`config.mk`:
```
export PLATFORM = sky130hd
export DESIGN_NAME = ob_depth_count
export DESIGN_NICKNAME = d
export VERILOG_FILES = /design/src/hdl/ob_pkg.sv /design/src/hdl/ob_qualify.sv /design/src/hdl/ob_csa_tree.sv /design/src/hdl/ob_accumulate.sv /design/src/hdl/ob_count_ctrl.sv /design/src/hdl/ob_count_result.sv /design/src/hdl/ob_depth_count.sv
export SDC_FILE = /design/constraint.sdc
export NUM_CORES = 1
export LEC_CHECK = 0
export ABC_AREA = 0
export ABC_CLOCK_PERIOD_IN_PS = 3240
export CAP_MARGIN = 20
export CORE_AREA = 2 2 200 202
export DETAILED_ROUTE_END_ITERATION = 12
export DIE_AREA = 0 0 202 204
export DONT_BUFFER_PORTS = 1
export HOLD_SLACK_MARGIN = 0.05
export PLACE_DENSITY = 0.5
export SLEW_MARGIN = 20
export SYNTH_ARGS = -nofsm -noshare
export SYNTH_HDL_FRONTEND = slang
export SYNTH_SLANG_ARGS = --single-unit
```
`constraint.sdc`:
```
create_clock -name clk -period 3.24 [get_ports clk]
set_input_delay 0.648 -clock clk [delete_from_list [all_inputs] [get_ports clk]]
set_output_delay 0.648 -clock clk [all_outputs]
set_load 0.01 [all_outputs]
```
`src/hdl/ob_pkg.sv`:
```
// ***********************************************************
// Shared widths, table geometry and control state encoding
// for the order book depth counter
// ***********************************************************

`default_nettype none

package ob_pkg;

  // Order price
  typedef logic [15:0] price_t;

  // Quantity of a single resting order
  typedef logic [9:0] quantity_t;

  // Accumulated quantity, wide enough for TABLE_N maximal orders
  typedef logic [15:0] accum_quantity_t;

  // Number of resting entries in the table
  localparam int TABLE_N = 17;

  // Inputs to the carry-save tree
  localparam int CSA_DEGREE_N = 8;

  // Table lanes per round, two tree inputs go to the running sum/carry
  localparam int LANE_N = CSA_DEGREE_N - 2;

  // Rounds needed to cover the whole table
  localparam int ROUND_N = (TABLE_N + LANE_N - 1) / LANE_N;

  // Control FSM states
  typedef enum logic [1:0] {
    ST_IDLE  = 2'd0,
    // One round of lanes latched per cycle
    ST_ACCUM = 2'd1,
    // Fold in the last latched round
    ST_DRAIN = 2'd2
  } ctrl_state_t;

endpackage

`default_nettype wire

```
`src/hdl/ob_qualify.sv`:
```
// ***********************************************************
// Per-entry price compare against the command price
// Non-crossing or invalid entries contribute zero quantity
// ***********************************************************

`timescale 1ns/1ps
`default_nettype none

module ob_qualify #(
  parameter bit is_ask = 1'b1
) (
  input  wire ob_pkg::price_t                           ctx_price,
  input  wire logic [ob_pkg::TABLE_N-1:0]               tbl_valid,
  input  wire ob_pkg::price_t [ob_pkg::TABLE_N-1:0]     tbl_price,
  input  wire ob_pkg::quantity_t [ob_pkg::TABLE_N-1:0]  tbl_quantity,
  output ob_pkg::quantity_t [ob_pkg::TABLE_N-1:0]       qual_quantity
);

  // Per-entry crossing result
  logic [ob_pkg::TABLE_N-1:0] crosses;

  // Side-dependent compare
  always_comb begin
    for (int i = 0; i < ob_pkg::TABLE_N; i++) begin
      if (is_ask) begin
        // Ask side, a buyer at this price or above can take the entry
        crosses[i] = (ctx_price >= tbl_price[i]);
      end else begin
        // Bid side, a seller at this price or below can hit the entry
        crosses[i] = (ctx_price <= tbl_price[i]);
      end
    end
  end

  // Pass quantity only for valid crossing entries
  always_comb begin
    for (int i = 0; i < ob_pkg::TABLE_N; i++) begin
      if (tbl_valid[i] && crosses[i]) begin
        qual_quantity[i] = tbl_quantity[i];
      end else begin
        qual_quantity[i] = '0;
      end
    end
  end

endmodule

`default_nettype wire

```
`src/hdl/ob_csa_tree.sv`:
```
// ***********************************************************
// 3:2 carry-save reduction of LANE_N lanes plus the running
// sum/carry pair down to a single sum/carry pair
// ***********************************************************

`timescale 1ns/1ps
`default_nettype none

module ob_csa_tree (
  input  wire ob_pkg::quantity_t [ob_pkg::LANE_N-1:0] lane_quantity,
  input  wire ob_pkg::accum_quantity_t                acc_s_in,
  input  wire ob_pkg::accum_quantity_t                acc_c_in,
  output ob_pkg::accum_quantity_t                     sum,
  output ob_pkg::accum_quantity_t                     carry
);

  // Tree inputs, lanes widened to the accumulator width
  ob_pkg::accum_quantity_t [ob_pkg::CSA_DEGREE_N-1:0] x;

  // Intermediate sums and carries per layer
  ob_pkg::accum_quantity_t [4:0] s;
  ob_pkg::accum_quantity_t [4:0] c;

  // Bitwise full-adder sum
  function automatic ob_pkg::accum_quantity_t csa_sum(
    ob_pkg::accum_quantity_t a, ob_pkg::accum_quantity_t b, ob_pkg::accum_quantity_t d);
    return a ^ b ^ d;
  endfunction

  // Bitwise majority, moved up one weight
  function automatic ob_pkg::accum_quantity_t csa_carry(
    ob_pkg::accum_quantity_t a, ob_pkg::accum_quantity_t b, ob_pkg::accum_quantity_t d);
    return ((a & b) | (a & d) | (b & d)) << 1;
  endfunction

  always_comb begin
    for (int i = 0; i < ob_pkg::LANE_N; i++) begin
      x[i] = ob_pkg::accum_quantity_t'(lane_quantity[i]);
    end
    // Running partial result takes the last two inputs
    x[ob_pkg::CSA_DEGREE_N-2] = acc_s_in;
    x[ob_pkg::CSA_DEGREE_N-1] = acc_c_in;

    // Layer 1, 8 terms to 6
    s[0] = csa_sum(x[0], x[1], x[2]);
    c[0] = csa_carry(x[0], x[1], x[2]);
    s[1] = csa_sum(x[3], x[4], x[5]);
    c[1] = csa_carry(x[3], x[4], x[5]);

    // Layer 2, 6 terms to 4
    s[2] = csa_sum(s[0], c[0], s[1]);
    c[2] = csa_carry(s[0], c[0], s[1]);
    s[3] = csa_sum(c[1], x[6], x[7]);
    c[3] = csa_carry(c[1], x[6], x[7]);

    // Layer 3, 4 terms to 3
    s[4] = csa_sum(s[2], c[2], s[3]);
    c[4] = csa_carry(s[2], c[2], s[3]);

    // Layer 4, 3 terms to the final pair
    sum   = csa_sum(s[4], c[4], c[3]);
    carry = csa_carry(s[4], c[4], c[3]);
  end

endmodule

`default_nettype wire

```
`src/hdl/ob_accumulate.sv`:
```
// ***********************************************************
// Round select, lane mux and lane register
// Carry-save accumulator registers around the CSA tree
// ***********************************************************

`timescale 1ns/1ps
`default_nettype none

module ob_accumulate (
  input  wire logic                                     clk,
  input  wire logic                                     rst,
  input  wire ob_pkg::quantity_t [ob_pkg::TABLE_N-1:0]  qual_quantity,
  input  wire logic                                     acc_init,
  input  wire logic                                     acc_upt,
  input  wire logic                                     round_start,
  input  wire logic                                     round_step,
  output logic                                          round_last,
  output ob_pkg::accum_quantity_t                       acc_s,
  output ob_pkg::accum_quantity_t                       acc_c
);

  // One-hot round select
  logic [ob_pkg::ROUND_N-1:0] round_sel;

  // Table entries arranged by round and lane
  ob_pkg::quantity_t [ob_pkg::ROUND_N-1:0][ob_pkg::LANE_N-1:0] round_slot;

  // Lane mux output and its register
  ob_pkg::quantity_t [ob_pkg::LANE_N-1:0] lane_d;
  ob_pkg::quantity_t [ob_pkg::LANE_N-1:0] lane_q;

  // Tree outputs
  ob_pkg::accum_quantity_t csa_s;
  ob_pkg::accum_quantity_t csa_c;

  // Highest entry goes first; slots past entry 0 are padding
  for (genvar r = 0; r < ob_pkg::ROUND_N; r++) begin : g_round
    for (genvar l = 0; l < ob_pkg::LANE_N; l++) begin : g_lane
      localparam int IDX = ob_pkg::TABLE_N - 1 - (r * ob_pkg::LANE_N + l);
      if (IDX >= 0) begin : g_entry
        assign round_slot[r][l] = qual_quantity[IDX];
      end else begin : g_pad
        assign round_slot[r][l] = '0;
      end
    end
  end

  // Round select, loaded with the first round then shifted
  always_ff @(posedge clk) begin
    if (rst) begin
      round_sel <= '0;
    end else if (round_start) begin
      round_sel <= ob_pkg::ROUND_N'(1);
    end else if (round_step) begin
      round_sel <= round_sel << 1;
    end
  end

  assign round_last = round_sel[ob_pkg::ROUND_N-1];

  // AND-OR mux over rounds, select is one-hot
  always_comb begin
    for (int l = 0; l < ob_pkg::LANE_N; l++) begin
      lane_d[l] = '0;
      for (int r = 0; r < ob_pkg::ROUND_N; r++) begin
        if (round_sel[r]) begin
          lane_d[l] = lane_d[l] | round_slot[r][l];
        end
      end
    end
  end

  // Lane register, latched once per round
  always_ff @(posedge clk) begin
    if (round_step) begin
      lane_q <= lane_d;
    end
  end

  ob_csa_tree u_csa_tree (
    .lane_quantity (lane_q),
    .acc_s_in      (acc_s),
    .acc_c_in      (acc_c),
    .sum           (csa_s),
    .carry         (csa_c)
  );

  // Running sum/carry, cleared at command start
  always_ff @(posedge clk) begin
    if (acc_init) begin
      acc_s <= '0;
      acc_c <= '0;
    end else if (acc_upt) begin
      acc_s <= csa_s;
      acc_c <= csa_c;
    end
  end

endmodule

`default_nettype wire

```
`src/hdl/ob_count_ctrl.sv`:
```
// ***********************************************************
// Command acceptance, price context capture and the round
// sequencing FSM
// ***********************************************************

`timescale 1ns/1ps
`default_nettype none

module ob_count_ctrl (
  input  wire logic            clk,
  input  wire logic            rst,
  input  wire logic            cmd_valid,
  input  wire ob_pkg::price_t  cmd_price,
  input  wire logic            pending,
  input  wire logic            round_last,
  output logic                 cmd_ready,
  output ob_pkg::price_t       ctx_price,
  output logic                 acc_init,
  output logic                 acc_upt,
  output logic                 round_start,
  output logic                 round_step,
  output logic                 done
);

  ob_pkg::ctrl_state_t state;
  ob_pkg::ctrl_state_t state_nxt;

  // High in the first ST_ACCUM cycle, lane register not yet loaded
  logic accum_first;
  logic accept;

  // Idle, no response waiting and none about to be raised
  assign cmd_ready = (state == ob_pkg::ST_IDLE) && !pending && !done;
  assign accept    = cmd_valid && cmd_ready;

  // Datapath strobes
  assign acc_init    = accept;
  assign round_start = accept;
  assign round_step  = (state == ob_pkg::ST_ACCUM);
  assign acc_upt     = ((state == ob_pkg::ST_ACCUM) && !accum_first) ||
                       (state == ob_pkg::ST_DRAIN);

  // Next state
  always_comb begin
    state_nxt = state;
    case (state)
      ob_pkg::ST_IDLE: begin
        if (accept) begin
          state_nxt = ob_pkg::ST_ACCUM;
        end
      end
      ob_pkg::ST_ACCUM: begin
        // Last round is being latched this cycle
        if (round_last) begin
          state_nxt = ob_pkg::ST_DRAIN;
        end
      end
      ob_pkg::ST_DRAIN: begin
        state_nxt = ob_pkg::ST_IDLE;
      end
      default: begin
        state_nxt = ob_pkg::ST_IDLE;
      end
    endcase
  end

  always_ff @(posedge clk) begin
    if (rst) begin
      state       <= ob_pkg::ST_IDLE;
      accum_first <= 1'b0;
      done        <= 1'b0;
    end else begin
      state       <= state_nxt;
      accum_first <= accept;
      // One cycle after the drain, accumulator final
      done        <= (state == ob_pkg::ST_DRAIN);
    end
  end

  // Command price held for the whole scan
  always_ff @(posedge clk) begin
    if (accept) begin
      ctx_price <= cmd_price;
    end
  end

endmodule

`default_nettype wire

```
`src/hdl/ob_count_result.sv`:
```
// ***********************************************************
// Goal register, final carry-propagate add, attained compare
// and response hold
// ***********************************************************

`timescale 1ns/1ps
`default_nettype none

module ob_count_result (
  input  wire logic                     clk,
  input  wire logic                     rst,
  input  wire logic                     cmd_valid,
  input  wire logic                     cmd_ready,
  input  wire ob_pkg::quantity_t        cmd_quantity,
  input  wire logic                     done,
  input  wire ob_pkg::accum_quantity_t  acc_s,
  input  wire ob_pkg::accum_quantity_t  acc_c,
  input  wire logic                     rsp_ready,
  output logic                          pending,
  output logic                          rsp_valid,
  output ob_pkg::accum_quantity_t       rsp_quantity,
  output logic                          rsp_attained
);

  // Goal quantity, widened at capture
  ob_pkg::accum_quantity_t goal;

  always_ff @(posedge clk) begin
    if (cmd_valid && cmd_ready) begin
      goal <= ob_pkg::accum_quantity_t'(cmd_quantity);
    end
  end

  // Raised on done, held until the consumer takes it
  always_ff @(posedge clk) begin
    if (rst) begin
      rsp_valid <= 1'b0;
    end else if (done) begin
      rsp_valid <= 1'b1;
    end else if (rsp_valid && rsp_ready) begin
      rsp_valid <= 1'b0;
    end
  end

  assign pending = rsp_valid;

  // Single carry-propagate add resolves the carry-save pair
  assign rsp_quantity = acc_s + acc_c;
  assign rsp_attained = (rsp_quantity >= goal);

endmodule

`default_nettype wire

```
`src/hdl/ob_depth_count.sv`:
```
// ***********************************************************
// Order book depth counter top level
// Control, qualify, accumulate and result instances
// ***********************************************************

`timescale 1ns/1ps
`default_nettype none

module ob_depth_count #(
  parameter bit is_ask = 1'b1
) (
  input  wire logic                                     clk,
  input  wire logic                                     rst,
  input  wire logic                                     cmd_valid,
  output logic                                          cmd_ready,
  input  wire ob_pkg::price_t                           cmd_price,
  input  wire ob_pkg::quantity_t                        cmd_quantity,
  input  wire logic [ob_pkg::TABLE_N-1:0]               tbl_valid,
  input  wire ob_pkg::price_t [ob_pkg::TABLE_N-1:0]     tbl_price,
  input  wire ob_pkg::quantity_t [ob_pkg::TABLE_N-1:0]  tbl_quantity,
  output logic                                          rsp_valid,
  input  wire logic                                     rsp_ready,
  output ob_pkg::accum_quantity_t                       rsp_quantity,
  output logic                                          rsp_attained
);

  // Control to datapath
  ob_pkg::price_t ctx_price;
  logic           acc_init;
  logic           acc_upt;
  logic           round_start;
  logic           round_step;
  logic           done;

  // Datapath back to control
  logic           round_last;
  logic           pending;

  ob_pkg::quantity_t [ob_pkg::TABLE_N-1:0] qual_quantity;
  ob_pkg::accum_quantity_t                 acc_s;
  ob_pkg::accum_quantity_t                 acc_c;

  ob_count_ctrl u_ctrl (
    .clk         (clk),
    .rst         (rst),
    .cmd_valid   (cmd_valid),
    .cmd_price   (cmd_price),
    .pending     (pending),
    .round_last  (round_last),
    .cmd_ready   (cmd_ready),
    .ctx_price   (ctx_price),
    .acc_init    (acc_init),
    .acc_upt     (acc_upt),
    .round_start (round_start),
    .round_step  (round_step),
    .done        (done)
  );

  ob_qualify #(.is_ask(is_ask)) u_qualify (
    .ctx_price     (ctx_price),
    .tbl_valid     (tbl_valid),
    .tbl_price     (tbl_price),
    .tbl_quantity  (tbl_quantity),
    .qual_quantity (qual_quantity)
  );

  ob_accumulate u_accumulate (
    .clk           (clk),
    .rst           (rst),
    .qual_quantity (qual_quantity),
    .acc_init      (acc_init),
    .acc_upt       (acc_upt),
    .round_start   (round_start),
    .round_step    (round_step),
    .round_last    (round_last),
    .acc_s         (acc_s),
    .acc_c         (acc_c)
  );

  ob_count_result u_result (
    .clk          (clk),
    .rst          (rst),
    .cmd_valid    (cmd_valid),
    .cmd_ready    (cmd_ready),
    .cmd_quantity (cmd_quantity),
    .done         (done),
    .acc_s        (acc_s),
    .acc_c        (acc_c),
    .rsp_ready    (rsp_ready),
    .pending      (pending),
    .rsp_valid    (rsp_valid),
    .rsp_quantity (rsp_quantity),
    .rsp_attained (rsp_attained)
  );

endmodule

`default_nettype wire

```
# Word-level counts from Yosys, hierarchy flattened
# Index checks and enable logic that the tools add are counted.
# op_classes
n_lt_le_gt_ge	18
n_eq_ne	4
n_reduce_logical	31
add_sub_neg	1
muxes	41
bitwise	53
# op_table
op	count
$mux W10	34
$ge A16 B16 Y1	17
$or A10 B10 Y10	15
$and A15 B15 Y15	7
$or A15 B15 Y15	7
$xor A16 B16 Y16	4
$and A10 B10 Y10	6
$xor A10 B10 Y10	4
$xor A11 B16 Y16	2
$and A11 B15 Y15	2
$logic_and A1 B1 Y1	22
$add A16 B16 Y16	1
$ge A16 B10 Y1	1
$and A15 B10 Y15	1
$and A15 B11 Y15	1
$or A15 B11 Y15	1
$and A11 B10 Y11	1
$xor A10 B11 Y11	1
$xor A11 B10 Y11	1
$mux W1	4
$mux W2	2
$pmux W2 S2	1
$reduce_bool A2 Y1	2
$logic_not A1 Y1	3
other kinds (8)	8
# totals
input_bits	489
wordCells	164
regBits	125
out_inout_bits	19

# Depth between registers and ports, before layout
# logic_depth
word_depth	12
mapped_depth	11
ltp_nobuf	11

# By module
# A second synthesis with hierarchy kept.
# hier_totals
hier_cells	1956
hier_area_um2	16320.7
# modules_own_cells
module	cells_per_inst	area_per_inst_um2	instances
ob_qualify	1294	8595.7	1
ob_accumulate	303	3988.8	1
ob_csa_tree	158	1684.1	1
ob_count_result	168	1410.1	1
ob_count_ctrl	33	641.9	1

# Worst setup path after synthesis
# No wires, ideal clock.
# synth_timing
path_type	register -> output
from	register u_accumulate.acc_s[2]
to	output port rsp_attained
n_path_buf	0
stages_incl_launch_ff	11
setup_slack_ns	0.019
arrival_time_ns	2.573
path_cell_list	dfxtp_1 -> ha_1 -> fa_1 -> a211o_1 -> o211ai_2 -> and2_2 -> ha_1 -> and3_1 -> a2111oi_0 -> a21oi_1 -> nand4bb_1
# synth_via
elab_chain_cells	2
# synth_lines
element	line_no	text
start, declared	ob_accumulate.sv:18	output ob_pkg::accum_quantity_t acc_s,
start signal, assigned	ob_accumulate.sv:94	acc_s <= csa_s;
$add A16 B16 Y16	ob_count_result.sv:48	assign rsp_quantity = acc_s + acc_c;
net rsp_quantity[6]	ob_depth_count.sv:23	output ob_pkg::accum_quantity_t rsp_quantity,
$ge A16 B10 Y1	ob_count_result.sv:49	assign rsp_attained = (rsp_quantity >= goal);
end, declared	ob_depth_count.sv:24	output logic rsp_attained
# The timed path passes the listed nets, and every way through them passes these cells.

# Worst setup path after layout
# layout_timing
from	register u_accumulate.acc_c[2]
to	output port rsp_attained
# layout_via
elab_chain_cells	2
# layout_lines
element	line_no	text
start, declared	ob_accumulate.sv:19	output ob_pkg::accum_quantity_t acc_c
start signal, assigned	ob_accumulate.sv:95	acc_c <= csa_c;
$add A16 B16 Y16	ob_count_result.sv:48	
$ge A16 B10 Y1	ob_count_result.sv:49	
# Every way passes these cells.

==> impl_metrics.xml <==
<?xml version="1.0" encoding="UTF-8"?>
<metrics>
  <group name="run">
    <metric name="timing.max_cap.violations" unit="">0</metric>
  </group>
  <group name="grt">
    <metric name="grt_pass1_vias" unit="">12604</metric>
    <metric name="grt_pass1_wl" unit="microns">76090</metric>
    <metric name="track_usage" unit="%">24.82</metric>
    <metric name="antenna_found_initial" unit="">7</metric>
    <metric name="gr_overflow_total" unit="">0</metric>
    <metric name="grt_start_max_net_pins" unit="">62</metric>
  </group>
  <group name="floorplanning">
    <metric name="floorplan.io_pins" unit="">508</metric>
    <metric name="dieWidth" unit="microns">202</metric>
    <metric name="row_count" unit="">73</metric>
    <metric name="core_area" unit="sq um">39180</metric>
    <metric name="die_height" unit="microns">204</metric>
    <metric name="die-area" unit="sq um">41210</metric>
    <metric name="floorplan.initialDensity" unit="%">36.69</metric>
  </group>
  <group name="sta">
    <metric name="worst_pin_slew" unit="ns">1.095</metric>
    <metric name="worst_slew_margin_rel" unit="%">27.00</metric>
    <metric name="max_clock_freq" unit="MHz">294.5</metric>
    <metric name="rsz_0062_raised_after_global_routing" unit="">true</metric>
    <metric name="clock_skew" unit="ns">0.01111</metric>
    <metric name="final_period_minus_worst_setup_slack" unit="ns">3.396</metric>
    <metric name="final.setup.worst_slack" unit="ns">-0.1557</metric>
    <metric name="final.period_utilization" unit="%">104.8</metric>
    <metric name="hold_viol" unit="">0</metric>
    <metric name="finalSetupViolCount" unit="">1</metric>
    <metric name="drv_slew" unit="">0</metric>
  </group>
  <group name="yosys">
    <metric name="synthesis.area_per_instance" unit="sq um">8.687</metric>
    <metric name="synthesis.nets" unit="">2508</metric>
    <metric name="synth-main-ff-cell" unit="">sky130_fd_sc_hd__edfxtp_1</metric>
    <metric name="post_synthesis_cell_count" unit="">1655</metric>
    <metric name="synth_seq_area_share" unit="%">23.26</metric>
    <metric name="synth-seq-cells" unit="">124</metric>
    <metric name="postSynth.asyncResetShare" unit="%">0</metric>
    <metric name="netlist_area" unit="sq um">14380</metric>
    <metric name="synth_edf_count" unit="">86</metric>
    <metric name="yosysWarnings" unit="">0</metric>
    <metric name="netlist-cell-type-count" unit="">59</metric>
  </group>
  <group name="critical_path">
    <metric name="critPathCapture" unit="">rsp_attained</metric>
    <metric name="critical_path.most_common_cell" unit="">sky130_fd_sc_hd__ha_4</metric>
    <metric name="crit-reg2reg-launch" unit="">u_ctrl.ctx_price[13]</metric>
    <metric name="crit_buf_inv" unit="">0</metric>
    <metric name="cp_max_fo" unit="">3</metric>
    <metric name="reg2reg_to" unit="">u_accumulate.lane_q[30]</metric>
    <metric name="count_of_cells_along_the_worst_register_to_register_path" unit="">8</metric>
    <metric name="crit_slowest_cell" unit="">sky130_fd_sc_hd__fa_2</metric>
    <metric name="critical_path.startpoint" unit="">u_accumulate.acc_c[2]</metric>
    <metric name="required" unit="ns">2.59</metric>
    <metric name="worstPathArrival" unit="ns">2.75</metric>
    <metric name="path_type_of_the_worst_setup_path" unit="">reg2out</metric>
    <metric name="path_cells" unit="">ha_4, fa_2, a211o_1, o211ai_2, and2_4, ha_4, and3_4, a2111oi_4, a21oi_2, nand4bb_4</metric>
    <metric name="cp-start-kind" unit="">register</metric>
    <metric name="reg2reg_setup_slack" unit="ns">0.23</metric>
    <metric name="cp_num_cells" unit="">10</metric>
    <metric name="critical_path.endpoint_type" unit="">primary output</metric>
    <metric name="critical-path-top-delay-family" unit="">compound AO/OA/AOI/OAI gates</metric>
    <metric name="critical_path.max_stage_delay" unit="ns">0.36</metric>
  </group>
  <group name="place">
    <metric name="final_hpwl_from_detailed_placement" unit="microns">43410</metric>
    <metric name="io_buffer_count" unit="">0</metric>
    <metric name="gp_congestion" unit="">0.8919</metric>
    <metric name="placed_cells_incl_taps" unit="">2226</metric>
  </group>
  <group name="cells_and_area">
    <metric name="postLayoutCoreUtil" unit="%">41.52</metric>
    <metric name="syn2layout_area_growth" unit="%">13.16</metric>
    <metric name="stdcell_count" unit="">2268</metric>
    <metric name="drive_above_1_share" unit="%">8.348</metric>
    <metric name="fillers" unit="">3955</metric>
    <metric name="final_net_count" unit="">2577</metric>
    <metric name="final_cell_mix" unit="">sky130_fd_sc_hd__inv_1 (412), sky130_fd_sc_hd__ha_1 (297), sky130_fd_sc_hd__nand3_1 (98)</metric>
    <metric name="layout_commonest_cell" unit="">sky130_fd_sc_hd__inv_1</metric>
  </group>
  <group name="cts">
    <metric name="path_clk_slew" unit="ns">0.06</metric>
    <metric name="cts_tree" unit="">done</metric>
    <metric name="numCtsBuffers" unit="">17</metric>
    <metric name="cts-root-buf" unit="">sky130_fd_sc_hd__clkbuf_16</metric>
    <metric name="clk_latency" unit="ns">0.43</metric>
    <metric name="number_of_buffers_on_the_longest_clock_path" unit="">2</metric>
    <metric name="ctsHoldBuffers" unit="">0</metric>
    <metric name="h_tree_depth" unit="">4</metric>
    <metric name="cts_sinks" unit="">124</metric>
  </group>
  <group name="power_and_ir_drop">
    <metric name="power.internal" unit="mW">4.344</metric>
    <metric name="cellLeakagePower" unit="nW">8.143</metric>
    <metric name="swShare" unit="%">38.11</metric>
    <metric name="seq_power_share" unit="%">28.9</metric>
    <metric name="share_clk_of_total_power" unit="%">27.0</metric>
    <metric name="power.combinational.fraction" unit="%">44.1</metric>
    <metric name="power_density" unit="nW/um^2">431.5</metric>
    <metric name="ir_worst_vdd" unit="V">0.0003337</metric>
    <metric name="netSwitchingPower" unit="mW">2.675</metric>
  </group>
  <group name="route">
    <metric name="final_routed_wire_length_divided_by_cell_count" unit="microns">22.67</metric>
    <metric name="drt_iter0_drc" unit="">629</metric>
    <metric name="drtPass1Iterations" unit="">5</metric>
    <metric name="detailroute.via_count" unit="">12313</metric>
    <metric name="postRouteAntennaNets" unit="">0</metric>
    <metric name="via_per_inst" unit="">5.429</metric>
    <metric name="detail_route.drc_violations" unit="">0</metric>
    <metric name="finalWirelength" unit="microns">51420</metric>
  </group>
  <group name="status">
    <metric name="failing_checks" unit="">negative setup slack</metric>
    <metric name="outcome" unit="">finished, violations left</metric>
  </group>
  <group name="worst_hold_path">
    <metric name="hold_path.class" unit="">in2reg</metric>
  </group>
</metrics>
[power groups by stage]
stage / Sequential [mW] / Combinational (mW) / Clock, mW
floorplan: 2.03 / 2.06 / 0
detailed placement: 2.04 / 2.90 / 0
CTS: 2.02 / 3.07 / 1.93
global placement: 2.04 / 2.87 / 0
global route: 2.05 / 3.60 / 2.00
finish: 2.03 / 3.10 / 1.90
[layout make-up]
class / instances / area [sq um] / share of cell area, %
Clock buffer: 17 / 425.4 / 2.615
Multi-Input combinational cell: 1100 / 9598 / 59.00
Antenna cell: 6 / 15.01 / 0.09229
Timing Repair Buffer: 68 / 523.0 / 3.215
Clock inverter: 15 / 151.4 / 0.9306
Inverter: 413 / 1550 / 9.529
Tap cell: 525 / 656.9 / 4.038
Sequential cell: 124 / 3348 / 20.58
[sequential cells by signal, indices dropped and copies added, names as in the netlist]
name / cells
u_accumulate.lane_q: 60
u_accumulate.acc_s: 16
u_ctrl.ctx_price: 16
u_accumulate.acc_c: 14
u_result.goal: 10
u_accumulate.round_sel: 3
u_ctrl.state: 2
u_ctrl.accum_first: 1
u_ctrl.done: 1
u_result.pending: 1
[kinds of logic (layout without fill, tap and decap cells)]
group	count (synthesis)	count (layout)	share of synthesized area (%)
other	0	6	0
adders and majority gates	364	364	34.92
DFF	124	124	23.26
and+or+nand+nor	319	319	10.75
buffers and inverters	431	513	11.33
AOI/OAI and AO/OA	404	404	18.94
xor gates and xnor gates	11	11	0.6702
muxes	2	2	0.1393
[worst min path at each step]
| stage | slack, ns | end | cells after the start | start |
|---|---|---|---|---|
| 2_1_floorplan | 0.44 | u_accumulate.acc_c[11] | 2 | u_accumulate.acc_c[11] |
| 3_3_place_gp | 0.45 | u_result.pending | 2 | u_ctrl.done |
| 5_1_grt | 0.27 | u_result.pending | 1 | rst |
| 6_report | 0.29 | u_ctrl.accum_first | 1 | rst |
| 3_5_place_dp | 0.46 | u_accumulate.acc_c[11] | 2 | u_accumulate.acc_c[11] |
| 4_1_cts | 0.27 | u_ctrl.accum_first | 1 | rst |
[stage by stage]
stage	instance area, sq um	power (mW)	setup WS [ns]	hold slack, ns	TNS [ns]
6_report	16270	7.020	-0.1557	0.2890	-0.1557
5_1_grt	16270	7.656	-0.3118	0.2701	-0.3296
4_1_cts	16150	7.021	-0.2286	0.2690	-0.2420
3_5_place_dp	15450	4.949	-0.06271	0.4582	-0.06271
3_3_place_gp	15450	4.904	-0.09747	0.4476	-0.09747
2_1_floorplan	14380	4.093	0.01914	0.4356	0
[repair_timing]
item | in CTS | in global routing
endpoints found under the setup margin | 4 | 4
pin swaps | 11 | 8
resized for setup | 18 | 16
buffers inserted | 3 | 1
[cell usage after synthesis, drive strengths merged, types with 7 or more instances]
library cell    n  area [sq um]
a22o           15         131.4
nor4            7         43.79
dfxtp          38         760.7
xnor2           9         78.83
ha            302          3779
o21a           24         180.2
o21ai          58         290.3
a21oi         104         539.3
nand2          90         337.8
nor2           52         195.2
fa             62          1241
nand3          98         490.5
o211ai         73         553.0
nand4          22         143.9
edfxtp         86          2582
nand2b         20         125.1
a21o           48         360.4
inv           413          1550
clkbuf         13         48.80
nor3            7         45.04
a211oi         37         287.8
[layer usage]
layer  global-route usage [%]  part of all wire (%)  vias up
met5                        0                 0.016        -
met2                    43.54                    50      457
met4                    8.220                   2.5        2
met3                    5.485                   6.2       67
met1                    30.09                    42     5894
li1                         -                     -     5893
Note: power is estimated with default switching activity, not from simulation.
